===== config.mk =====
export PLATFORM = sky130hd
export DESIGN_NAME = bus_arbiter
export DESIGN_NICKNAME = d
export VERILOG_FILES = /design/src/verilog/bus_arbiter.sv
export SDC_FILE = /design/constraint.sdc
export NUM_CORES = 1
export LEC_CHECK = 0
export BUFFER_PORTS_ARGS = -buffer_cell sky130_fd_sc_hd__buf_2
export CORE_AREA = 2 2 119 121
export DETAILED_ROUTE_END_ITERATION = 8
export DIE_AREA = 0 0 121 123
export GPL_TIMING_DRIVEN = 0
export SETUP_SLACK_MARGIN = 0.5
export SYNTH_ARGS = -nofsm -noshare
export SYNTH_HDL_FRONTEND = slang
export SYNTH_SLANG_ARGS = --single-unit

===== constraint.sdc =====
create_clock -name clk_i -period 1.5 [get_ports clk_i]
set_input_delay 0.15 -clock clk_i [delete_from_list [all_inputs] [get_ports clk_i]]
set_output_delay 0.15 -clock clk_i [all_outputs]
set_load 0.02 [all_outputs]

===== src/verilog/bus_arbiter.sv =====
module bus_arbiter (
  input  logic        clk_i,
  input  logic        rst_n_i,
  // core master
  input  logic        core_valid_i,
  input  logic [31:0] core_addr_i,
  input  logic [31:0] core_wdata_i,
  input  logic [ 3:0] core_wstrb_i,
  output logic        core_ready_o,
  output logic [31:0] core_rdata_o,
  // loader master
  input  logic        ldr_valid_i,
  input  logic [31:0] ldr_addr_i,
  input  logic [31:0] ldr_wdata_i,
  input  logic [ 3:0] ldr_wstrb_i,
  output logic        ldr_ready_o,
  output logic [31:0] ldr_rdata_o,
  // shared bus
  output logic        bus_valid_o,
  output logic [31:0] bus_addr_o,
  output logic [31:0] bus_wdata_o,
  output logic [ 3:0] bus_wstrb_o,
  input  logic        bus_ready_i,
  input  logic [31:0] bus_rdata_i
);
  localparam logic [1:0] GNT_IDLE = 2'd0;
  localparam logic [1:0] GNT_CORE = 2'd1;
  localparam logic [1:0] GNT_LDR  = 2'd2;

  logic [1:0] gnt_q;
  // set while the loader had the last grant, so the core wins the first tie
  logic       last_ldr_q;

  always_ff @(posedge clk_i) begin
    if (!rst_n_i) begin
      gnt_q      <= GNT_IDLE;
      last_ldr_q <= 1'b1;
    end else begin
      case (gnt_q)
        GNT_IDLE: begin
          if (core_valid_i && (!ldr_valid_i || last_ldr_q)) begin
            gnt_q      <= GNT_CORE;
            last_ldr_q <= 1'b0;
          end else if (ldr_valid_i) begin
            gnt_q      <= GNT_LDR;
            last_ldr_q <= 1'b1;
          end
        end
        default: begin
          // release on the response, a waiting request is taken next cycle
          if (bus_ready_i) gnt_q <= GNT_IDLE;
        end
      endcase
    end
  end

  // steer the granted request onto the bus
  assign bus_valid_o = (gnt_q == GNT_CORE && core_valid_i) ||
                       (gnt_q == GNT_LDR && ldr_valid_i);
  assign bus_addr_o  = (gnt_q == GNT_LDR) ? ldr_addr_i : core_addr_i;
  assign bus_wdata_o = (gnt_q == GNT_LDR) ? ldr_wdata_i : core_wdata_i;
  assign bus_wstrb_o = (gnt_q == GNT_LDR) ? ldr_wstrb_i : core_wstrb_i;

  // response goes back only to the owner
  assign core_ready_o = (gnt_q == GNT_CORE) && bus_ready_i;
  assign core_rdata_o = (gnt_q == GNT_CORE) ? bus_rdata_i : 32'h0;
  assign ldr_ready_o  = (gnt_q == GNT_LDR) && bus_ready_i;
  assign ldr_rdata_o  = (gnt_q == GNT_LDR) ? bus_rdata_i : 32'h0;

endmodule


Word level (Yosys, flattened, before mapping)
Index checks and enable logic that the tools add are counted.

Word-level logic and storage cells: 29. Output and inout port bits: 135. Register bits: 3. Input port bits: 173.

Multiplexer cells: 11. Eq/ne operators: 3. Reduce and logical (&&, ||, !) cells: 13.

Operators by type and width (count): $mux 32 (4); $mux 2 (4); $logic_and 1x1->1 (5); $mux 4 (1); $reduce_and 2->1 (2); $reduce_bool 2->1 (2); $ne 3x3->1 const B (1); $eq 2x1->1 const B (1); $eq 2x2->1 const B (1); $logic_not 2->1 (1); $logic_or 1x1->1 (2); $mux 1 (2); $logic_not 1->1 (1).

Depth between registers and ports, before layout
Depth in word-level cells: 5. Gate-level depth with buffers: 6. Mapped depth without buffers: 3.

Worst setup path after synthesis
OpenSTA, ideal clock, no wires.

Path type: register to output. Start point: register gnt_q[1]. End point: output bus_addr_o[10]. Stages on the path, launching flop included: 6. Path buffers: 2. Data required time: 1350 ps. Slack: 235 ps. Arrival: 1115 ps. Path through: dfxtp_1 nor2b_1 buf_2 buf_2 nand2_1 nand2_1.

Cells in the longest elaborated chain, start to end: 2.

Ends and longest elaborated chain: from (decl) (line 30) `logic [1:0] gnt_q;`; from (signal assigned) (line 36) `gnt_q <= GNT_IDLE;`; from (signal assigned) (line 42) `gnt_q <= GNT_CORE;`; from (signal assigned) (line 45) `gnt_q <= GNT_LDR;`; $eq 2x2->1 (line 60) `assign bus_addr_o = (gnt_q == GNT_LDR) ? ldr_addr_i : core_addr_i;`; $mux 32 (line 60); to (decl) (line 20) `output logic [31:0] bus_addr_o,`.

No other way between the ends.

Final worst setup path
Start point: register gnt_q[1]. End point: output bus_wdata_o[24].

Cells in the longest elaborated chain, start to end: 2.

Ends and longest elaborated chain: $eq 2x2->1 (line 61) `assign bus_wdata_o = (gnt_q == GNT_LDR) ? ldr_wdata_i : core_wdata_i;`; $mux 32 (line 61); to (decl) (line 21) `output logic [31:0] bus_wdata_o,`.

No other way between the ends.

==> out/results.ini <==
[die]
core-area_sq_mm = 0.0136
rows = 43
io_pins = 308
die-width_microns = 121
start_util_pct = 10.8
die-area_sq_mm = 0.0149
die_y_microns = 123

[critical_path]
worstReg2RegEnd = last_ldr_q$_SDFFE_PN1P_
reg2regPathDepth = 5
critPathSlowestCell = dfxtp_4
worstSetupEndpointType = output pin
startpoint_type = register
critPathArrivalTime_ps = 1460
r2r_slack_ps = 460
critical_path_class = register to output pin
rr_startpoint = gnt_q[1]$_SDFFE_PN0P_
path_cells = nor2b_4, buf_12, buf_12, clkbuf_16, nand2_2, nand2_2, buf_6
crit_fanout = 5
critPathMaxStageDelay_ps = 370
required_ps = 1350

[route]
wire_per_inst_microns = 14.0
viasPerCell = 3.89
drc = 0
ant_nets = 0
wl_microns = 11600
drt_iter0_markers = 44
dr.pass1.iters = 4
vias = 3213

[cells_and_area]
layout.cells.non_filler = 827
fill_cells = 1359
final_util_pct = 39.2
ff_latch_area_sq_um = 67.6
final_cell_mix = buf_2 (174), buf_6 (132), nand2_2 (113), nand2_1 (76), and2_4 (56)
final_common_cell = buf_2
multi_input_area_sq_mm = 0.00190
area_growth_syn_to_layout_pct = 265
drive_above_1_share_pct = 86.8
fin_nets = 820

[synthesis]
syn_nets = 484
syn-cell-area_sq_mm = 0.00146
synthDistinctLibCells = 19
yosysWarnings = 0
synth_seq_area_share_pct = 4.10
syn_inst = 311
avgSynthCellArea_sq_um = 4.71
ys_ff_latch = 3

[pwr]
p_sw_uw = 1200
combPwrFrac_pct = 81.5
p_leak_uw = 0.00293
fin_total_pwr_uw = 2890
vdd_drop_max_uv = 569
seqPwrFrac_pct = 3.6
power.internal_uw = 1690
power_per_cell_area_mw_per_mm2 = 541
p_clk_share_pct = 14.9
p_sw_share_pct = 41.6

[placement]
dp_hpwl_microns = 7700
portBuffers = 307
place.gp.congestion = 0.782
place_inst = 798

[worst_hold_path]
hold_end = gnt_q[1]$_SDFFE_PN0P_
holdPathStages = 2
min-delay-start = rst_n_i
holdCritPathClass = input port to register

[clock_tree]
numClockSinks = 3
numCtsBuffers = 3
htreeDepth = 1
clock_latency_ps = 230
root_buffer = clkbuf_16
ctsHoldBuffers = 0
clk_path_buf_depth = 2
cts_tree = yes
clkTransAtPathRegs_ps = 30

[global_routing]
antenna_found_initial = 2
first_global_vias = 3027
grt_pass1_wl_microns = 15100
track_usage_pct = 12.8
grt_max_degree = 11
overflow = 0

[sta]
rsz0062_at_grt = true
fmax_mhz = 621
fin_crit_ps = 1610
slew_headroom_pct = 84.6
tightest_slew_ps = 229
clock_skew_ps = 1.92
hold_viol_final = 0
setup_viol = 131
post-route-period-util_pct = 107
fin_ws_ps = -110
finalMaxSlewViolations = 0

[status]
failed_checks = negative setup slack
status = finished with violations

[flow_run]
drv_cap = 0

-- power groups by stage --
| stage | combinational, uW | clock (uW) | sequential, uW |
|---|---|---|---|
| after detailed placement | 1530 | 0 | 103 |
| final | 2350 | 430 | 104 |
| after floorplan | 938 | 0 | 100 |
| after CTS | 2110 | 432 | 99.6 |
| after global routing | 2490 | 437 | 106 |
| after global placement | 1530 | 0 | 103 |
-- critical path: cells and delay by family (launching register included) --
| kind | cells | cell delay [ps] |
|---|---|---|
| buf+inv | 4 | 530 |
| flops | 1 | 370 |
| simple gates | 3 | 340 |
-- layout make-up --
| class | count | share of cell area [%] |
|---|---|---|
| Buffer | 22 | 5.74 |
| Tap cell | 180 | 4.22 |
| Multi-Input combinational cell | 285 | 35.6 |
| Clock buffer | 4 | 1.48 |
| Timing Repair Buffer | 331 | 51.6 |
| Antenna cell | 1 | 0.0469 |
| Sequential cell | 3 | 1.27 |
| Inverter | 1 | 0.0703 |
-- stage by stage --
step | setup slack (ps) | TNS, ps | hold WS, ps | cell area [sq um]
2_1_floorplan | 344 | 0 | 268 | 1830
3_3_place_gp | -55.2 | -134 | 405 | 3590
3_5_place_dp | -12.0 | -14.2 | 412 | 3590
4_1_cts | -93.0 | -4430 | 180 | 4820
5_1_grt | -158 | -13490 | 199 | 5330
6_report | -110 | -6550 | 193 | 5340
-- Yosys cell counts --
cell type,n,area [sq um]
nor2_1,2,7.51
and2b_1,1,7.51
o2111ai_1,1,8.76
buf_2,14,70.1
nand2b_1,1,6.26
clkbuf_1,4,15.0
buf_4,2,15.0
inv_1,1,3.75
nand3b_1,1,7.51
dfxtp_1,3,60.1
a22o_1,1,8.76
buf_6,2,22.5
nand2_1,206,773
o21a_1,1,7.51
a2111oi_0,1,8.76
nor2b_1,2,12.5
and2_1,66,413
a21o_1,1,7.51
o41ai_1,1,8.76
-- per-layer routing --
metal | wire [microns] | global-route usage [%] | up-vias | share of wire (%)
met3 | 965 | 2.54 | 10 | 8.3
met5 | 0 | 0 | - | 0
met2 | 6410 | 26.1 | 188 | 55
met1 | 4080 | 13.5 | 1410 | 35
met4 | 104 | 2.33 | 0 | 0.90
li1 | - | - | 1605 | -
-- logic make-up after synthesis --
family	share of synthesized area, %
compound gates	3.42
buf+inv	8.63
flops	4.10
simple gates	83.8
-- repair_timing --
action                     CTS  global route
setup endpoints to repair  135           138
gates resized for setup    313           106
buffers inserted             6             2
pin swaps                   34            34
gates cloned                10             6
-- state kept, by name, indices dropped and copies added, names as in the netlist --
signal      count
gnt_q           2
last_ldr_q      1
-- how the worst max path moves through the flow --
stage	startpoint	to	slack [ps]	cells past startpoint
2_1_floorplan	gnt_q[1]$_SDFFE_PN0P_	bus_addr_o[15]	340	5
3_3_place_gp	gnt_q[1]$_SDFFE_PN0P_	ldr_ready_o	-60	4
3_5_place_dp	gnt_q[1]$_SDFFE_PN0P_	ldr_ready_o	-10	4
4_1_cts	gnt_q[0]$_SDFFE_PN0P_	bus_wdata_o[16]	-90	7
5_1_grt	gnt_q[1]$_SDFFE_PN0P_	bus_wdata_o[24]	-160	7
6_report	gnt_q[1]$_SDFFE_PN0P_	bus_wdata_o[24]	-110	7
Power figures use the tool's default switching activity.
