**src/verilog/mmap_pkg.sv**
```systemverilog
package mmap_pkg;

  // decode result of the shared bus address
  typedef enum logic [1:0] {
    REGION_SRAM  = 2'd0,
    REGION_GPIO  = 2'd1,
    REGION_TIMER = 2'd2,
    REGION_NONE  = 2'd3
  } region_e;

  // region bases
  localparam logic [31:0] SRAM_BASE  = 32'h0000_0000;
  localparam logic [31:0] GPIO_BASE  = 32'h1000_0000;
  localparam logic [31:0] TIMER_BASE = 32'h1000_1000;

  // peripherals sit in 4 KB pages, sram is picked by addr[31:28]
  localparam logic [31:0] REGION_MASK = 32'hffff_f000;

  // gpio register offsets
  localparam logic [11:0] GPIO_OUT_OFS = 12'h000;
  localparam logic [11:0] GPIO_OEN_OFS = 12'h004;
  localparam logic [11:0] GPIO_IN_OFS  = 12'h008;

  // timer register offsets
  localparam logic [11:0] TMR_CTRL_OFS = 12'h000;
  localparam logic [11:0] TMR_CMP_OFS  = 12'h004;
  localparam logic [11:0] TMR_CNT_OFS  = 12'h008;
  localparam logic [11:0] TMR_STAT_OFS = 12'h00c;

  localparam logic [31:0] UNMAPPED_RDATA = 32'h0;

  // replace only the bytes enabled by the write strobe
  function automatic logic [31:0] strb_merge(input logic [31:0] old_word,
                                             input logic [31:0] new_word,
                                             input logic [3:0]  strb);
    logic [31:0] res;
    res = old_word;
    for (int b = 0; b < 4; b++) begin
      if (strb[b]) res[8*b+:8] = new_word[8*b+:8];
    end
    return res;
  endfunction

endpackage

```
**src/verilog/gpio_regs.sv**
```systemverilog
module gpio_regs
  import mmap_pkg::*;
#(
  parameter int GPIO_WIDTH = 8
) (
  input  logic                  clk_i,
  input  logic                  rst_n_i,
  input  logic                  valid_i,
  input  logic [          31:0] addr_i,
  input  logic [          31:0] wdata_i,
  input  logic [           3:0] wstrb_i,
  output logic                  ready_o,
  output logic [          31:0] rdata_o,
  input  logic [GPIO_WIDTH-1:0] gpio_in_i,
  output logic [GPIO_WIDTH-1:0] gpio_out_o,
  output logic [GPIO_WIDTH-1:0] gpio_oen_o
);
  logic [GPIO_WIDTH-1:0] out_q;
  logic [GPIO_WIDTH-1:0] oen_q;
  logic [GPIO_WIDTH-1:0] in_meta_q;
  logic [GPIO_WIDTH-1:0] in_sync_q;
  logic                  ready_q;
  logic [          31:0] rdata_q;
  logic                  wr;
  logic [          11:0] ofs;

  assign wr  = valid_i && (wstrb_i != 4'b0);
  assign ofs = addr_i[11:0];

  always_ff @(posedge clk_i) begin
    if (!rst_n_i) begin
      out_q   <= '0;
      oen_q   <= '0;
      ready_q <= 1'b0;
    end else begin
      ready_q <= valid_i;
      if (wr && ofs == GPIO_OUT_OFS) out_q <= GPIO_WIDTH'(strb_merge(32'(out_q), wdata_i, wstrb_i));
      if (wr && ofs == GPIO_OEN_OFS) oen_q <= GPIO_WIDTH'(strb_merge(32'(oen_q), wdata_i, wstrb_i));
    end
  end

  // two-flop synchronizer on the pins
  always_ff @(posedge clk_i) begin
    in_meta_q <= gpio_in_i;
    in_sync_q <= in_meta_q;
  end

  // input offset is read only
  always_ff @(posedge clk_i) begin
    if (valid_i) begin
      case (ofs)
        GPIO_OUT_OFS: rdata_q <= 32'(out_q);
        GPIO_OEN_OFS: rdata_q <= 32'(oen_q);
        GPIO_IN_OFS:  rdata_q <= 32'(in_sync_q);
        default:      rdata_q <= 32'h0;
      endcase
    end
  end

  assign ready_o    = ready_q;
  assign rdata_o    = rdata_q;
  assign gpio_out_o = out_q;
  assign gpio_oen_o = oen_q;

endmodule

```
**config.mk**
```make
export PLATFORM = sky130hd
export DESIGN_NAME = gpio_regs
export DESIGN_NICKNAME = d
export VERILOG_FILES = /design/src/verilog/mmap_pkg.sv /design/src/verilog/gpio_regs.sv
export SDC_FILE = /design/constraint.sdc
export NUM_CORES = 1
export LEC_CHECK = 0
export BUFFER_PORTS_ARGS = -buffer_cell sky130_fd_sc_hd__buf_4
export CORE_MARGIN = 1.5
export CORE_UTILIZATION = 25
export DETAILED_ROUTE_END_ITERATION = 8
export PLACE_DENSITY_LB_ADDON = 0.25
export SLEW_MARGIN = 20
export SYNTH_ARGS = -nofsm -noshare
export SYNTH_HDL_FRONTEND = slang
export SYNTH_SLANG_ARGS = --single-unit
```
**constraint.sdc**
```tcl
create_clock -name clk_i -period 1.2 [get_ports clk_i]
set_clock_uncertainty 0.2 [all_clocks]
set_input_delay 0.12 -clock clk_i [delete_from_list [all_inputs] [get_ports clk_i]]
set_output_delay 0.12 -clock clk_i [all_outputs]
set_load 0.01 [all_outputs]
```
# ---- Yosys cells after proc, flatten, opt, wreduce, memory -nomap -nowiden
# Index checks and enable logic that the tools add are counted.
dict set report classes {
  n_reduce_logical 7
  eq_ne 2
  mux 1
}
# operator count
set ops {}
lappend ops {{$pmux 8 s3} 1}
lappend ops {{$eq 12x3->1 const B} 1}
lappend ops {{$eq 12x4->1 const B} 1}
lappend ops {{$logic_not 12->1} 1}
lappend ops {{$reduce_and 2->1} 2}
lappend ops {{$reduce_bool 4->1} 1}
lappend ops {{$logic_and 1x1->1} 3}
dict set report word_totals {
  in_bits 79
  elab_cells 16
  reg_bits 65
  output_inout_bits 49
}

# ---- Longest topological paths before layout
dict set report logic_depth {
  word_depth 4
  mapped_depth 5
  ltp_nobuf 3
}

# ---- Worst setup path after synthesis
# OpenSTA, ideal clock, no wires.
dict set report synth_path {
  path_kind {input -> register}
  start {input port addr_i[9]}
  end {register out_q[4], in the netlist gpio_out_o[4]}
  required_time_ns 0.928
  setup_ns 0.072
  n_path_buf 1
  path_stages 4
  slack_ns -0.071
  arrival_ns 0.999
  cell_sequence {nor4_4 and4_1 buf_6 mux2i_1}
}
dict set report synth_between {
  elab_chain_cells 3
}
# element line_no
set synth_lines {}
lappend synth_lines {{start: declaration} gpio_regs.sv:9} ;# input logic [ 31:0] addr_i,
lappend synth_lines {{$logic_not 12->1} gpio_regs.sv:37} ;# if (wr && ofs == GPIO_OUT_OFS) out_q <= GPIO_WIDTH'(strb_merge(32'(out_q), wdata_i, wstrb_i));
lappend synth_lines {{$logic_and 1x1->1} gpio_regs.sv:37}
lappend synth_lines {{$reduce_and 2->1 (no source line)} -}
lappend synth_lines {{end signal: assignment} gpio_regs.sv:37}
lappend synth_lines {{end: declaration} gpio_regs.sv:18} ;# logic [GPIO_WIDTH-1:0] out_q;
# Every way passes these cells.
# A chain may end at the register's enable or synchronous reset.

# ---- Final worst setup path
dict set report layout_path {
  start {register out_q[4], in the netlist gpio_out_o[4]}
  end {output port gpio_out_o[4]}
}
# element line_no
set layout_rtl {}
lappend layout_rtl {{end: declaration} gpio_regs.sv:15} ;# output logic [GPIO_WIDTH-1:0] gpio_out_o,
# No word-level cell between the ends.

==> reports/qor.yml <==
drt_iter0_drc: 38
synth_top_family_by_area: "simple AND/OR/NAND/NOR gates"
antenna_found_initial: 0
synth_top_cell_by_area: "dfxtp_1"
yosys-top-cells-area: "dfxtp_1 39%, mux2i_1 14%, edfxtp_1 14%"
num_antenna_cells: 0
reg2reg_depth: 3
synthSimpleGateAreaFrac_pct: 16.8
syn2layout_area_growth_pct: 52.2
grtUsageTotal_pct: 10.2
wl_per_cell_um: 11.1
ios: 128
grt_max_degree: 26
ys_seq_area_share_pct: 53.4
clkTransAtPathRegs_ns: 0.07
cts_buffers: 5
drc: 8
synth_area_mm2: 0.00169
synthAdderAreaFrac_pct: 0
irDropWorstVdd_mv: 0.639
fin_tns_setup_ns: 0
portBuffers: 56
synth-compound-area-share_pct: 2.37
via_count: 1256
crit_type: "flop to output port"
start_util_pct: 26.3
maxCapViolCount: 0
insertion_delay_ns: 0.28
cts_tree: "done"
p_per_area_mw_per_mm2: 999
cts_sinks: 41
layout.nets: 324
min_period_ns: 1.17
place_congestion: 0.720
final_cell_mix: "57 x buf_4, 32 x nand2_1, 24 x mux2i_1, 24 x conb_1, 22 x dfxtp_1"
yosysUniqueCellTypes: 20
core.rowCount: 29
max-clock-path-buffers: 2
worstHoldPathType: "input port to flop"
final_common_cell: "buf_4"
syn-instance-count: 155
core_area_mm2: 0.00642
hold_viol: 0
routed_wl_mm: 3.60
synth_warnings: 0
grt_pass1_wl_mm: 5.67
viasPerCell: 3.89
slew_viol_final: 0
violations: "DRC"
muxShareOfSynthArea_pct: 14.2
startpoint_type: "flop"
cts.htree.levels: 2
avgSynthCellArea_um2: 10.9
setup_violations: 0
outcome: "finished with violations"
fin_crit_sh_pct: 97.2
drive_gt1_share_pct: 42.3
cp_max_fo: 2
dp_hpwl_mm: 2.65
die_area_mm2: 0.00725
die_y_um: 85.1
ys_ff_latch: 41
whs_path_depth: 3
grt_pass1_vias: 1297
slowest_stage: "dfxtp_2"
critPathCaptureType: "output port"
p_leak_uw: 0.00116
overflow: 0
ant_nets: 0
whs_ns: 0.0153
synth_xor_area_share_pct: 0
critPathArrivalTime_ns: 0.85
dr.pass1.iters: 6
crit_required_ns: 0.88
max_freq_mhz: 858
crit_path_cell_trace: "buf_4 > buf_6"
slowest_delay_ns: 0.32
synth_top_cell_area_share_pct: 39.2
clock-root-buffer: "clkbuf_8"
die_w_um: 85.1
[critical path, delay by kind of cell, from the launching register on]
family / cells / cell delay, ns
buf+inv: 2 / 0.24
flops: 1 / 0.32
[what timing repair did]
action | 4_1_cts | 5_1_grt
setup endpoints to repair | 5 | 24
endpoints found under the hold margin | 24 | 0
pin swaps | 1 | 3
hold buffers | 16 | 0
setup buffers | 1 | 1
gates resized for setup | 9 | 24
[through the flow]
stage / setup WS (ns) / total power [uW] / std cells / util, % / cell area, um^2
3_3_place_gp: -0.272 / 1710 / 298 / 34.6 / 2220
5_1_grt: -0.00142 / 2710 / 323 / 40.0 / 2570
3_5_place_dp: -0.308 / 1710 / 298 / 34.6 / 2220
6_report: 0.0340 / 2560 / 323 / 40.0 / 2570
2_1_floorplan: -0.0691 / 1640 / 178 / - / 1790
4_1_cts: 0.000804 / 2610 / 323 / 38.8 / 2490
[where the power goes]
group          total [uW]  switching, uW  internal [uW]
registers            1450           9.84           1440
logic                 275            127            148
clock network         838            436            403
total                2560            572           1990
[cell usage after synthesis]
cell / number
a21oi_1: 8
and2_1: 1
and4_1: 1
and4b_1: 1
buf_4: 25
buf_6: 1
clkbuf_1: 5
conb_1: 1
dfxtp_1: 33
edfxtp_1: 8
mux2i_1: 24
nand2_1: 32
nand3_1: 1
nand4_4: 1
nor2_1: 1
nor2b_1: 1
nor4_4: 2
nor4bb_1: 1
or2_1: 4
or2_2: 4
[state kept, by name (all words and copies together), names as in the netlist]
register	flops
in_sync_q	8
gpio_oen_o	8
gpio_out_o	8
in_meta_q	8
rdata_o	8
ready_o	1
[path summary, 6_finish.rpt]
kind         slack [ns]     startpoint             to
min reg2reg        0.13   in_meta_q[4]   in_sync_q[4]
max                0.03  gpio_out_o[4]  gpio_out_o[4]
max reg2reg        0.05  gpio_out_o[4]     rdata_o[4]
min                0.02        rst_n_i  gpio_out_o[0]
[layer usage]
metal	up-vias	global-route usage (%)	wire [um]	share of wire [%]
li1	649	-	-	-
met1	558	11.4	1480	41
met2	47	17.5	1800	50
met3	2	4.18	300	8.3
met4	0	3.58	17	0.47
met5	-	0	0	0
[area by class of cell]
type                            count  area, um^2
Clock buffer                        6        72.6
Clock inverter                      2        11.3
Fill cell                         669        3850
Multi-Input combinational cell    106         673
Sequential cell                    41         915
Tap cell                           77        96.3
Timing Repair Buffer               91         800
[cell families after synthesis]
group | after synthesis
buffers and inverters | 31
AOI/OAI and AO/OA | 8
DFF | 41
and+or+nand+nor | 50
other | 1
muxes | 24
(Power assumes the default switching activity.)
