`src/verilog/mmap_pkg.sv`:
```
package mmap_pkg;

  // decode result of the shared bus address
  typedef enum logic [1:0] {
    REGION_SRAM  = 2'd0,
    REGION_GPIO  = 2'd1,
    REGION_TIMER = 2'd2,
    REGION_NONE  = 2'd3
  } region_e;

  // region bases
  localparam logic [31:0] SRAM_BASE  = 32'h0000_0000;
  localparam logic [31:0] GPIO_BASE  = 32'h1000_0000;
  localparam logic [31:0] TIMER_BASE = 32'h1000_1000;

  // peripherals sit in 4 KB pages, sram is picked by addr[31:28]
  localparam logic [31:0] REGION_MASK = 32'hffff_f000;

  // gpio register offsets
  localparam logic [11:0] GPIO_OUT_OFS = 12'h000;
  localparam logic [11:0] GPIO_OEN_OFS = 12'h004;
  localparam logic [11:0] GPIO_IN_OFS  = 12'h008;

  // timer register offsets
  localparam logic [11:0] TMR_CTRL_OFS = 12'h000;
  localparam logic [11:0] TMR_CMP_OFS  = 12'h004;
  localparam logic [11:0] TMR_CNT_OFS  = 12'h008;
  localparam logic [11:0] TMR_STAT_OFS = 12'h00c;

  localparam logic [31:0] UNMAPPED_RDATA = 32'h0;

  // replace only the bytes enabled by the write strobe
  function automatic logic [31:0] strb_merge(input logic [31:0] old_word,
                                             input logic [31:0] new_word,
                                             input logic [3:0]  strb);
    logic [31:0] res;
    res = old_word;
    for (int b = 0; b < 4; b++) begin
      if (strb[b]) res[8*b+:8] = new_word[8*b+:8];
    end
    return res;
  endfunction

endpackage

```
`src/verilog/timer_irq.sv`:
```
module timer_irq
  import mmap_pkg::*;
(
  input  logic        clk_i,
  input  logic        rst_n_i,
  input  logic        valid_i,
  input  logic [31:0] addr_i,
  input  logic [31:0] wdata_i,
  input  logic [ 3:0] wstrb_i,
  output logic        ready_o,
  output logic [31:0] rdata_o,
  output logic        irq_o
);
  logic        en_q;
  logic [31:0] cmp_q;
  logic [31:0] cnt_q;
  logic        stat_q;
  logic        ready_q;
  logic [31:0] rdata_q;
  logic        wr;
  logic [11:0] ofs;
  logic        match;

  assign wr    = valid_i && (wstrb_i != 4'b0);
  assign ofs   = addr_i[11:0];
  assign match = en_q && (cnt_q == cmp_q);

  always_ff @(posedge clk_i) begin
    if (!rst_n_i) begin
      en_q    <= 1'b0;
      cmp_q   <= 32'h0;
      cnt_q   <= 32'h0;
      stat_q  <= 1'b0;
      ready_q <= 1'b0;
    end else begin
      ready_q <= valid_i;
      // any control write restarts the count
      if (wr && ofs == TMR_CTRL_OFS) begin
        if (wstrb_i[0]) en_q <= wdata_i[0];
        cnt_q <= 32'h0;
      end else if (en_q) begin
        cnt_q <= cnt_q + 32'd1;
      end
      if (wr && ofs == TMR_CMP_OFS) cmp_q <= strb_merge(cmp_q, wdata_i, wstrb_i);
      // a match in the same cycle as the clear still wins
      if (match) begin
        stat_q <= 1'b1;
      end else if (wr && ofs == TMR_STAT_OFS && wstrb_i[0] && wdata_i[0]) begin
        stat_q <= 1'b0;
      end
    end
  end

  always_ff @(posedge clk_i) begin
    if (valid_i) begin
      case (ofs)
        TMR_CTRL_OFS: rdata_q <= {31'h0, en_q};
        TMR_CMP_OFS:  rdata_q <= cmp_q;
        TMR_CNT_OFS:  rdata_q <= cnt_q;
        TMR_STAT_OFS: rdata_q <= {31'h0, stat_q};
        default:      rdata_q <= 32'h0;
      endcase
    end
  end

  assign ready_o = ready_q;
  assign rdata_o = rdata_q;
  assign irq_o   = stat_q;

endmodule

```
`config.mk`:
```
export PLATFORM = sky130hd
export DESIGN_NAME = timer_irq
export DESIGN_NICKNAME = d
export VERILOG_FILES = /design/src/verilog/mmap_pkg.sv /design/src/verilog/timer_irq.sv
export SDC_FILE = /design/constraint.sdc
export NUM_CORES = 1
export LEC_CHECK = 0
export BUFFER_PORTS_ARGS = -buffer_cell sky130_fd_sc_hd__buf_2
export CAP_MARGIN = 20
export CORE_AREA = 3 3 122 94
export DETAILED_ROUTE_END_ITERATION = 8
export DIE_AREA = 0 0 125 97
export PLACE_DENSITY = 0.73
export SYNTH_ARGS = -nofsm -noshare
export SYNTH_HDL_FRONTEND = slang
export SYNTH_SLANG_ARGS = --single-unit
```
`constraint.sdc`:
```
create_clock -name clk_i -period 4.7 [get_ports clk_i]
set_clock_uncertainty 0.2 [all_clocks]
set_input_delay 0.94 -clock clk_i [delete_from_list [all_inputs] [get_ports clk_i]]
set_output_delay 0.94 -clock clk_i [all_outputs]
set_load 0.01 [all_outputs]
```
* Word level (Yosys, flattened, before mapping) *
Cells that the tools add are included.

storage, ports and cells
  flip-flop bits (word level) = 99
  bits of input ports = 71
  output and inout bits = 34
  word-level logic and storage cells = 34

operators by class
  add/sub/neg operators = 1
  equal/unequal tests = 4
  muxes and demuxes = 3
  bitwise logic cells = 1
  reduce and logical (&&, ||, !) cells = 16

operators with widths
  kind                                             count
  one-hot mux 32 bit (4 select lines)              1
  adder 32 x 1 -> 32 bit (second input constant)   1
  == test 32 bit                                   1
  == test 12 x 4 -> 1 bit (second input constant)  2
  == test 12 x 3 -> 1 bit (second input constant)  1
  logical NOT 12 bit                               1
  AND reduction 2 bit                              5
  logical AND 1 bit                                7
  nonzero test 4 bit                               1
  two-way mux 1 bit                                2
  nonzero test 2 bit                               1
  OR reduction 2 bit                               1
  NOT 1 bit                                        1

* Depth between registers and ports, before layout *
  depth after elaboration = 7
  gate-level depth with buffers = 7
  gate-level depth less buffers = 5

* Worst setup path after synthesis *
No wires, ideal clock.

  path type = input port to flip-flop
  from = input addr_i[9]
  to = register rdata_q[10], in the netlist rdata_o[10], data pin
  library setup time = 0.132 ns
  arrival time = 2.496 ns
  data required time = 4.368 ns
  slack = 1.872 ns
  stages on the path = 4
  path buffers = 1
  cell sequence = or4_1 > nor4_4 > buf_2 > a22o_1

on the way
  longest elaborated chain between the ends = 2

RTL lines
  element                                          line             text
  from (decl)                                      timer_irq.sv:7   input logic [31:0] addr_i,
  == test 12 x 4 -> 1 bit (tied with other cells)  timer_irq.sv:56  case (ofs)
  one-hot mux 32 bit (4 select lines) (*)          timer_irq.sv:56
  to (signal assigned)                             timer_irq.sv:57  TMR_CTRL_OFS: rdata_q <= {31'h0, en_q};
  to (signal assigned)                             timer_irq.sv:58  TMR_CMP_OFS: rdata_q <= cmp_q;
  to (signal assigned)                             timer_irq.sv:59  TMR_CNT_OFS: rdata_q <= cnt_q;
  to (decl)                                        timer_irq.sv:19  logic [31:0] rdata_q;

Mark *: on every way between the ends. The rest lies on a longest branch, timed or not.
A chain may end at the register's enable or synchronous reset.

* Worst setup path in the final report *
  from = input addr_i[9]
  to = register cmp_q[22]

on the way
  longest elaborated chain between the ends = 3

RTL lines
  element                        line             text
  == test 12 x 3 -> 1 bit        timer_irq.sv:44  if (wr && ofs == TMR_CMP_OFS) cmp_q <= strb_merge(cmp_q, wdata_i, wstrb_i);
  logical AND 1 bit              timer_irq.sv:44
  AND reduction 2 bit (no line)  n/a
  to (signal assigned)           timer_irq.sv:44
  to (decl)                      timer_irq.sv:15  logic [31:0] cmp_q;

Every way passes these cells.

==> impl_metrics.ini <==
[outcome]
status = completed

[critical_path]
cp_slowest_stage_delay_ns = 0.63
worstPathCellList = buf_2 > or4_1 > nor4_4 > buf_4 > nand3_4 > mux2i_1
path_max_fanout = 34
arrival_ns = 2.79
end_kind = register
rr_startpoint = cnt_q[0]
required_ns = 4.73
crit_path_start_kind = input pin
cpMaxStageDelayCell = or4_1
startpoint = addr_i[9]
crit_type = in2reg

[job]
drv_cap = 0

[clock_network]
clk_pin_slew_ns = 0.07
cts.path.max_buffers = 2
post_cts_resized = 0
cts_tree = yes
h-tree-depth = 3
clock-sinks = 99
cts_hold_buffers = 0
cts-buffers-inserted = 9
cts_setup_buffers = 0
root_buffer = clkbuf_16
insertion_delay_ns = 0.35

[routing]
via_count = 3755
post-route-drc-count = 0
dr.pass1.iters = 4
drt_wl_total_mm = 11.2
drt-initial-drc-count = 237
via_per_inst = 5.61
ant_nets = 0
avgRoutedWirePerCell_um = 16.7

[logic_synthesis]
synth_nets = 531
ys_types = 39
netlist.area_leader.share = 0.289
yosysTopAreaCell = dfxtp_1
yosys-top-cells-count = 67 x dfxtp_1, 59 x nand2_1, 34 x mux2i_1, 34 x xor2_1, 32 x edfxtp_1
ys.warnings.count = 0
synth.most_common_cell = dfxtp_1
avgSynthCellArea_um2 = 10.1
synthCells = 459
synth_edf_count = 32
synthFlopType = dfxtp_1
synth-seq-area-share = 0.496
synth_seq_cells = 99
synth-async-reset-ratio = 0
netlist_area_um2 = 4640
synth.area.top_cells = dfxtp_1 29%, edfxtp_1 21%, mux2i_1 7.3%

[floorplan]
initial_utilization = 0.449
fp.dieW_um = 125
row_count = 32
io_pins = 105
die_y_um = 97
dieArea_um2 = 12100
fp.coreArea_um2 = 10300

[sta]
slew_violations = 0
relSlewSlack = 0.377
finalCriticalPeriod_ns = 2.76
fmax_mhz = 363
fin_crit_sh = 0.587
setup_tns_ns = 0
rsz0062_at_grt = no
setup_viol = 0
finalHoldViolCount = 0
worstMarginPinSlew_ns = 0.934

[place]
numPortBuffers = 84
dp_hpwl_mm = 7.95
place_congestion = 0.834

[hold_path]
hp-start = cmp_q[10]
hp-class = reg2reg

[global_routing]
grt_pass1_vias = 3691
overflow = 0
grt_pass1_wl_mm = 18.3
antenna_found_initial = 0
grt_max_degree = 54
grtUsageTotal = 0.187

[final_layout]
nFillCells = 966
fin_util = 0.525
multi_input_area_um2 = 2190
layout-drive-gt1-share = 0.216
area_growth_pct = 16.9
fin_nets = 600
n_antenna_cell = 0
seq_area_um2 = 2300

[power]
cellPowerDensity_nw_per_um2 = 306
p_leak_uw = 0.00232
ir_drop_mv = 0.184
-- final cells by class --
cell class,instances,share of cell area
Timing Repair Buffer,89,0.0844
Sequential cell,99,0.424
Clock buffer,10,0.0441
Inverter,7,0.00484
Multi-Input combinational cell,322,0.403
Tap cell,136,0.0314
Clock inverter,6,0.00738
-- cell usage in the layout (no fill, tap or decap), types with 4 or more instances in the layout --
master / n
buf_2: 84
dfxtp_1: 67
nand2_1: 59
mux2i_1: 34
xor2_1: 34
edfxtp_1: 32
a22o_1: 31
nor2_1: 23
a21oi_1: 22
or4_1: 14
nand3_1: 13
o21ai_0: 12
or3_1: 12
nand4_1: 10
o31ai_1: 10
nor4_1: 9
clkbuf_16: 9
xnor2_1: 8
inv_1: 6
nor3_1: 5
buf_4: 5
and4_1: 4
-- power breakdown --
part / leakage [uW] / total (uW) / internal (uW) / switching, uW
clock: 0.000139 / 690 / 373 / 317
sequential: 0.000870 / 893 / 890 / 2.94
combinational: 0.00131 / 75.3 / 28.3 / 47.0
-- logic make-up after synthesis --
| group | after synthesis | share of synthesized area |
|---|---|---|
| buffers and inverters | 38 | 0.0337 |
| multiplexers | 34 | 0.0734 |
| XOR/XNOR | 42 | 0.0793 |
| flip-flops | 99 | 0.496 |
| adder cells (fa/ha/maj) | 1 | 0.00270 |
| AND/OR/NAND/NOR | 164 | 0.194 |
| AO/OA/AOI/OAI | 81 | 0.121 |
-- per-stage QoR --
stage                     std cells  total power, uW  area, um^2  worst slack [ns]  hold WS, ns
after floorplan                 459              942        4640              1.87        0.263
after global placement          653              985        5140              1.63        0.270
after detailed placement        653              988        5140              1.57        0.285
after CTS                       669             1670        5420              1.93        0.294
after global routing            669             1710        5420              1.80        0.320
final                           669             1660        5420              1.94        0.291
-- flip-flops by register name, indices dropped and copies added (netlist names) --
| name | count |
|---|---|
| en_q | 1 |
| ready_o | 1 |
| rdata_o | 32 |
| cmp_q | 32 |
| irq_o | 1 |
| cnt_q | 32 |
-- worst max-delay path: cells and delay by family --
kind	cells	cell delay, ns
multiplexers	1	0.19
buffers and inverters	2	0.53
AND/OR/NAND/NOR	3	1.12
-- worst paths after layout --
path | slack, ns | end | depth (start not counted)
worst max-delay path | 1.94 | cmp_q[22] | 6
worst min-delay path | 0.29 | cmp_q[10] | 2
worst max register to register | 2.01 | cnt_q[26] | 5
worst min register to register | 0.29 | cmp_q[10] | 2
-- layer usage --
layer / track usage / vias up / share of wire
li1: - / 1808 / -
met1: 0.257 / 1793 / 0.46
met2: 0.292 / 141 / 0.45
met3: 0.0497 / 13 / 0.080
met4: 0.0500 / 0 / 0.013
met5: 0 / - / 0
(Power assumes the default switching activity.)
