File: src/verilog/mmap_pkg.sv
package mmap_pkg;

  // decode result of the shared bus address
  typedef enum logic [1:0] {
    REGION_SRAM  = 2'd0,
    REGION_GPIO  = 2'd1,
    REGION_TIMER = 2'd2,
    REGION_NONE  = 2'd3
  } region_e;

  // region bases
  localparam logic [31:0] SRAM_BASE  = 32'h0000_0000;
  localparam logic [31:0] GPIO_BASE  = 32'h1000_0000;
  localparam logic [31:0] TIMER_BASE = 32'h1000_1000;

  // peripherals sit in 4 KB pages, sram is picked by addr[31:28]
  localparam logic [31:0] REGION_MASK = 32'hffff_f000;

  // gpio register offsets
  localparam logic [11:0] GPIO_OUT_OFS = 12'h000;
  localparam logic [11:0] GPIO_OEN_OFS = 12'h004;
  localparam logic [11:0] GPIO_IN_OFS  = 12'h008;

  // timer register offsets
  localparam logic [11:0] TMR_CTRL_OFS = 12'h000;
  localparam logic [11:0] TMR_CMP_OFS  = 12'h004;
  localparam logic [11:0] TMR_CNT_OFS  = 12'h008;
  localparam logic [11:0] TMR_STAT_OFS = 12'h00c;

  localparam logic [31:0] UNMAPPED_RDATA = 32'h0;

  // replace only the bytes enabled by the write strobe
  function automatic logic [31:0] strb_merge(input logic [31:0] old_word,
                                             input logic [31:0] new_word,
                                             input logic [3:0]  strb);
    logic [31:0] res;
    res = old_word;
    for (int b = 0; b < 4; b++) begin
      if (strb[b]) res[8*b+:8] = new_word[8*b+:8];
    end
    return res;
  endfunction

endpackage

File: src/verilog/bus_decoder.sv
module bus_decoder
  import mmap_pkg::*;
#(
  parameter int SRAM_WORDS = 256
) (
  input  logic        clk_i,
  input  logic        rst_n_i,
  input  logic        bus_valid_i,
  input  logic [31:0] bus_addr_i,
  input  logic [31:0] bus_wdata_i,
  input  logic [ 3:0] bus_wstrb_i,
  output logic        bus_ready_o,
  output logic [31:0] bus_rdata_o,
  output logic        sram_valid_o,
  output logic        gpio_valid_o,
  output logic        tmr_valid_o,
  output logic [31:0] tgt_addr_o,
  output logic [31:0] tgt_wdata_o,
  output logic [ 3:0] tgt_wstrb_o,
  input  logic        sram_ready_i,
  input  logic [31:0] sram_rdata_i,
  input  logic        gpio_ready_i,
  input  logic [31:0] gpio_rdata_i,
  input  logic        tmr_ready_i,
  input  logic [31:0] tmr_rdata_i
);
  localparam logic [27:0] SRAM_BYTES = 28'(SRAM_WORDS * 4);

  region_e region;
  logic    issued_q;
  logic    strobe;
  logic    none_ready_q;

  // address classification
  always_comb begin
    if (bus_addr_i[31:28] == SRAM_BASE[31:28] && bus_addr_i[27:0] < SRAM_BYTES) begin
      region = REGION_SRAM;
    end else if ((bus_addr_i & REGION_MASK) == GPIO_BASE) begin
      region = REGION_GPIO;
    end else if ((bus_addr_i & REGION_MASK) == TIMER_BASE) begin
      region = REGION_TIMER;
    end else begin
      region = REGION_NONE;
    end
  end

  // one strobe per request while valid is held
  assign strobe = bus_valid_i && !issued_q;

  always_ff @(posedge clk_i) begin
    if (!rst_n_i) begin
      issued_q     <= 1'b0;
      none_ready_q <= 1'b0;
    end else begin
      if (bus_ready_o) issued_q <= 1'b0;
      else if (strobe) issued_q <= 1'b1;
      // unmapped responder, writes are dropped here
      none_ready_q <= strobe && (region == REGION_NONE);
    end
  end

  assign sram_valid_o = strobe && (region == REGION_SRAM);
  assign gpio_valid_o = strobe && (region == REGION_GPIO);
  assign tmr_valid_o  = strobe && (region == REGION_TIMER);

  assign tgt_addr_o  = bus_addr_i;
  assign tgt_wdata_o = bus_wdata_i;
  assign tgt_wstrb_o = bus_wstrb_i;

  assign bus_ready_o = sram_ready_i || gpio_ready_i || tmr_ready_i || none_ready_q;

  // return path follows whichever target answered
  always_comb begin
    if (sram_ready_i) bus_rdata_o = sram_rdata_i;
    else if (gpio_ready_i) bus_rdata_o = gpio_rdata_i;
    else if (tmr_ready_i) bus_rdata_o = tmr_rdata_i;
    else bus_rdata_o = UNMAPPED_RDATA;
  end

endmodule

File: config.mk
export PLATFORM = sky130hd
export DESIGN_NAME = bus_decoder
export DESIGN_NICKNAME = d
export VERILOG_FILES = /design/src/verilog/mmap_pkg.sv /design/src/verilog/bus_decoder.sv
export SDC_FILE = /design/constraint.sdc
export NUM_CORES = 1
export LEC_CHECK = 0
export BUFFER_PORTS_ARGS = -buffer_cell sky130_fd_sc_hd__buf_2
export CAP_MARGIN = 20
export CORE_AREA = 2 2 106 108
export CTS_BUF_LIST = sky130_fd_sc_hd__clkbuf_16
export CTS_CLUSTER_DIAMETER = 80
export DETAILED_ROUTE_END_ITERATION = 8
export DIE_AREA = 0 0 108 110
export MAX_ROUTING_LAYER = met4
export SLEW_MARGIN = 25
export SYNTH_ARGS = -nofsm -noshare
export SYNTH_HDL_FRONTEND = slang
export SYNTH_SLANG_ARGS = --single-unit
File: constraint.sdc
create_clock -name clk_i -period 1.3 [get_ports clk_i]
set_clock_uncertainty 0.2 [all_clocks]
set_input_delay 0.13 -clock clk_i [delete_from_list [all_inputs] [get_ports clk_i]]
set_output_delay 0.13 -clock clk_i [all_outputs]
set_load 0.05 [all_outputs]
Word-level counts from Yosys, hierarchy flattened
Index checks and enable logic that the tools add are counted.
Word-level totals
  flip-flop bits (word level): 2
  latch bits: 0
  bits in writable memories: 0
  ROM bits: 0
  word-level logic and storage cells: 28
  memories kept: 0
Operators by class
  add/sub/neg operators: 0
  multiply operators: 0
  divide/modulo/power cells: 0
  magnitude comparators: 1
  eq/ne operators: 5
  shift operators: 0
  muxes and demuxes: 6
  bitwise logic cells: 1
  reduce and logical (&&, ||, !) cells: 13
Operators with widths (count)
  two-way mux 32 bit: 3
  equality test 20 x 17 -> 1 bit, second input constant: 2
  less-than comparator 28 x 11 -> 1 bit, second input constant: 1
  logical AND 1 bit: 6
  equality test 2 bit, second input constant: 2
  zero test 4 bit: 1
  two-way mux 2 bit: 2
  logical OR 1 bit: 3
  equality test 2 x 1 -> 1 bit, second input constant: 1
  zero test 2 bit: 1
  OR reduction 2 bit: 1
  zero test 1 bit: 1
  two-way mux 1 bit: 1
  NOT 1 bit: 1

Depth between registers and ports, before layout
  depth after elaboration: 6
  depth in mapped cells: 5

Worst setup path before layout
Ideal clock, no wire load.
  path type: input -> output
  from: input port gpio_ready_i
  to: output port bus_rdata_o[0]
  arrival time: 1790 ps
  data required time: 970 ps
  setup slack: -820 ps
  cell stages on the path: 5
  path through: buf_2 > nor2b_1 > buf_2 > a22oi_1 > o21ai_0
On the way
  longest elaborated chain between the ends: 2
Ends and longest elaborated chain
  start, declared: RTL line bus_decoder.sv:22  | input logic gpio_ready_i,
  two-way mux 32 bit: RTL line bus_decoder.sv:75  | else if (gpio_ready_i) bus_rdata_o = gpio_rdata_i;
  two-way mux 32 bit: RTL line bus_decoder.sv:74  | if (sram_ready_i) bus_rdata_o = sram_rdata_i;
  end, declared: RTL line bus_decoder.sv:13  | output logic [31:0] bus_rdata_o,
No other way between the ends.

Worst setup path in the final report
  from: input port bus_addr_i[17]
  to: output port gpio_valid_o
On the way
  longest elaborated chain between the ends: 6
  elaborated cells on any way between the ends: 9
Ends and longest elaborated chain
  start, declared: RTL line bus_decoder.sv:9  | input logic [31:0] bus_addr_i,
  branches (longest 3 deep; another with less-than comparator 28 x 11 -> 1 bit)
  two-way mux 2 bit *: RTL line bus_decoder.sv:36  | if (bus_addr_i[31:28] == SRAM_BASE[31:28] && bus_addr_i[27:0] < SRAM_BYTES) begin
  equality test 2 x 1 -> 1 bit *: RTL line bus_decoder.sv:63  | assign gpio_valid_o = strobe && (region == REGION_GPIO);
  logical AND 1 bit *: RTL line bus_decoder.sv:63
  end, declared: RTL line bus_decoder.sv:15  | output logic gpio_valid_o,
Every way passes the cells marked *.

==> results.json <==
{
  "core_region_area_mm2": 0.0107,
  "synthesized_area_mm2": 0.00129,
  "final_min_period_over_clock_period_pct": 113,
  "worst_path_required_time_ns": 0.97,
  "cts-buffers-inserted": 3,
  "worstHoldPathType": "input pin to output pin",
  "synthesized_net_count": 373,
  "report.final.slew_viol_count": 0,
  "synthDistinctLibCells": 21,
  "dieHeight_um": 110,
  "status": "finished, violations left",
  "maxCapViolations": 0,
  "clock_path_buffers": 2,
  "preCtsSetupSlack_ns": -0.225,
  "global_route.usage.total_pct": 9.84,
  "clock_tree_from_tritoncts": "done",
  "areaGrowthSynthToFinish_pct": 142,
  "arrival_worst_endpoint_ns": 1.13,
  "num_vias": 1890,
  "powerDensity_mw_per_mm2": 636,
  "drt_first_iter_violations": 17,
  "worstSkewPairLatency_ns": 0.22,
  "worst-path-max-fanout": 4,
  "largest_net_degree_at_the_start_of_global_routing": 28,
  "nets": 500,
  "io_buffer_count": 181,
  "drt_pre_antenna_iters": 4,
  "start_util_pct": 12.0,
  "globalRoute.totalOverflow": 0,
  "finalWirelength_um": 6630,
  "reported_net_switching_power_mw": 0.928,
  "dieArea_mm2": 0.0119,
  "p_leak_nw": 1.40,
  "syn-instance-count": 203,
  "synth-warning-count": 0,
  "least_margin_pin_slew_ns": 0.287,
  "nFillCells": 1134,
  "timing.fmax_ghz": 0.683,
  "critPathCaptureType": "output pin",
  "cts_num_sinks": 2,
  "rsz0062_at_grt": "true",
  "post-route-util_pct": 29.2,
  "global_route_wire_length_before_repair_um": 9110,
  "synth.yosys.seq_area_share_pct": 3.11,
  "routed_wire_length_per_instance_um": 14.2,
  "finalSetupTns_ns": -2.39,
  "clockPowerShare_pct": 22.7,
  "fin_crit_ns": 1.46,
  "post-dp-hpwl_um": 5110,
  "p_comb_share_pct": 74.0,
  "dieWidth_um": 108,
  "failed_checks": "setup timing",
  "route.detailed.drc": 0,
  "ys_ff_latch": 2,
  "relSlewSlack_pct": 80.9,
  "final_layout_size_suffix_gt1_share_pct": 86.6,
  "ant_nets": 0,
  "sequential_fraction_of_design_power_pct": 3.3,
  "finalSetupViolCount": 35,
  "post-route-worst-setup-slack_ns": -0.164,
  "rows": 38,
  "synth_area_leaders": "buf_4, a22oi_1, o21ai_0, nand2_1, dfxtp_1",
  "power.switching_fraction_pct": 46.8,
  "vias_per_cell": 4.04,
  "vias_in_the_first_global_route": 2007,
  "cts_htree_levels": 1,
  "diode_count": 0,
  "synth_top_cell_area_share_pct": 39.6,
  "leading_area_contributor_after_synthesis": "buf_4",
  "ioPinCount": 274,
  "crit_path_start_kind": "input pin",
  "clock_tree.root_cell": "clkbuf_16",
  "syn_avg_cell_area_um2": 6.35,
  "gp_congestion": 0.712,
  "cellInternalPower_mw": 1.06,
  "final-hold-violation-count": 0,
  "antenna_found_initial": 0,
  "fin_worst_hold_slack_ns": 0.0600,
  "worst_supply_voltage_drop_on_vdd_mv": 1.40,
  "worstSetupPathType": "input pin to output pin"
}
==> per-stage QoR <==
| stage | power, mW | area [µm²] | std cells |
|---|---|---|---|
| 3_5_place_dp | 1.30 | 2490 | 457 |
| 3_3_place_gp | 1.28 | 2490 | 457 |
| 5_1_grt | 2.08 | 3120 | 468 |
| 4_1_cts | 1.93 | 2930 | 462 |
| 2_1_floorplan | 1.31 | 1820 | 203 |
| 6_report | 1.98 | 3120 | 468 |
==> path summary, 6_finish.rpt <==
check / startpoint / end / slack (ns) / cells past startpoint
max: bus_addr_i[17] / gpio_valid_o / -0.16 / 5
min: bus_addr_i[8] / tgt_addr_o[8] / 0.06 / 0
max reg2reg: none_ready_q$_SDFF_PN0_ / issued_q$_SDFFE_PP0P_ / 0.09 / 3
min reg2reg: issued_q$_SDFFE_PP0P_ / none_ready_q$_SDFF_PN0_ / 0.36 / 2
==> synthesized netlist by cell type, drive strengths merged <==
cell type,instances
buf,74
o311a,1
nand3,2
clkbuf,8
dfxtp,2
and3b,2
a22oi,30
nor2,3
or4,1
nand2,33
o21ai,33
nor4,4
nand3b,2
nor2b,2
a21oi,2
nor3,4
==> cell type report <==
class | count | area [µm²] | area share, %
Timing Repair Buffer | 204 | 1520 | 48.8
Sequential cell | 2 | 41.3 | 1.32
Tap cell | 140 | 175 | 5.62
Multi-Input combinational cell | 119 | 1310 | 41.9
Clock buffer | 3 | 75.1 | 2.41
==> cells by family (layout without fill, tap and decap cells) <==
| kind of cell | Yosys count | after routing | share of synthesized area (%) |
|---|---|---|---|
| compound gates | 66 | 66 | 31.8 |
| buf+inv | 82 | 207 | 44.8 |
| flops | 2 | 2 | 3.11 |
| simple gates | 53 | 53 | 20.3 |
==> timing repair <==
| item | in CTS | in global routing |
|---|---|---|
| endpoints found under the setup margin | 36 | 35 |
| resized for setup | 98 | 18 |
| pin swaps | 8 | 9 |
| buffers inserted | 0 | 3 |
| hold buffers | 2 | 0 |
| hold endpoints to repair | 2 | 0 |
| cloned | 0 | 3 |
==> cells in the final DEF (no fill, tap or decap), drive strengths merged <==
cell,n
o311a,1
buf,199
nor4,4
dlygate4sd3,2
clkbuf,6
nor3,4
dfxtp,2
nand3,2
o21ai,33
nor2,3
nand3b,2
a21oi,2
or4,1
a22oi,30
nand2,33
nor2b,2
and3b,2
==> routing by layer <==
metal | wire length, µm | global-route usage [%]
met5 | 0 | -
met4 | 198 | 3.94
met2 | 3760 | 19.7
met3 | 362 | 1.47
met1 | 2310 | 9.41
==> registers in the layout, summed over array words and instances, names as in the netlist <==
name,flops
issued_q,1
none_ready_q,1
==> power groups by stage <==
stage	clock network (mW)	registers [mW]	logic, mW
CTS	0.460	0.0653	1.41
global route	0.474	0.0655	1.54
finish	0.451	0.0653	1.47
floorplan	0	0.0656	1.25
detailed placement	0	0.0661	1.23
global placement	0	0.0665	1.22
==> critical path, cell delays in order <==
cell     delay (ns)
buf_6          0.10
nor4_4         0.32
nand3_4        0.17
nor3_4         0.23
buf_6          0.18
(Power assumes the default switching activity.)
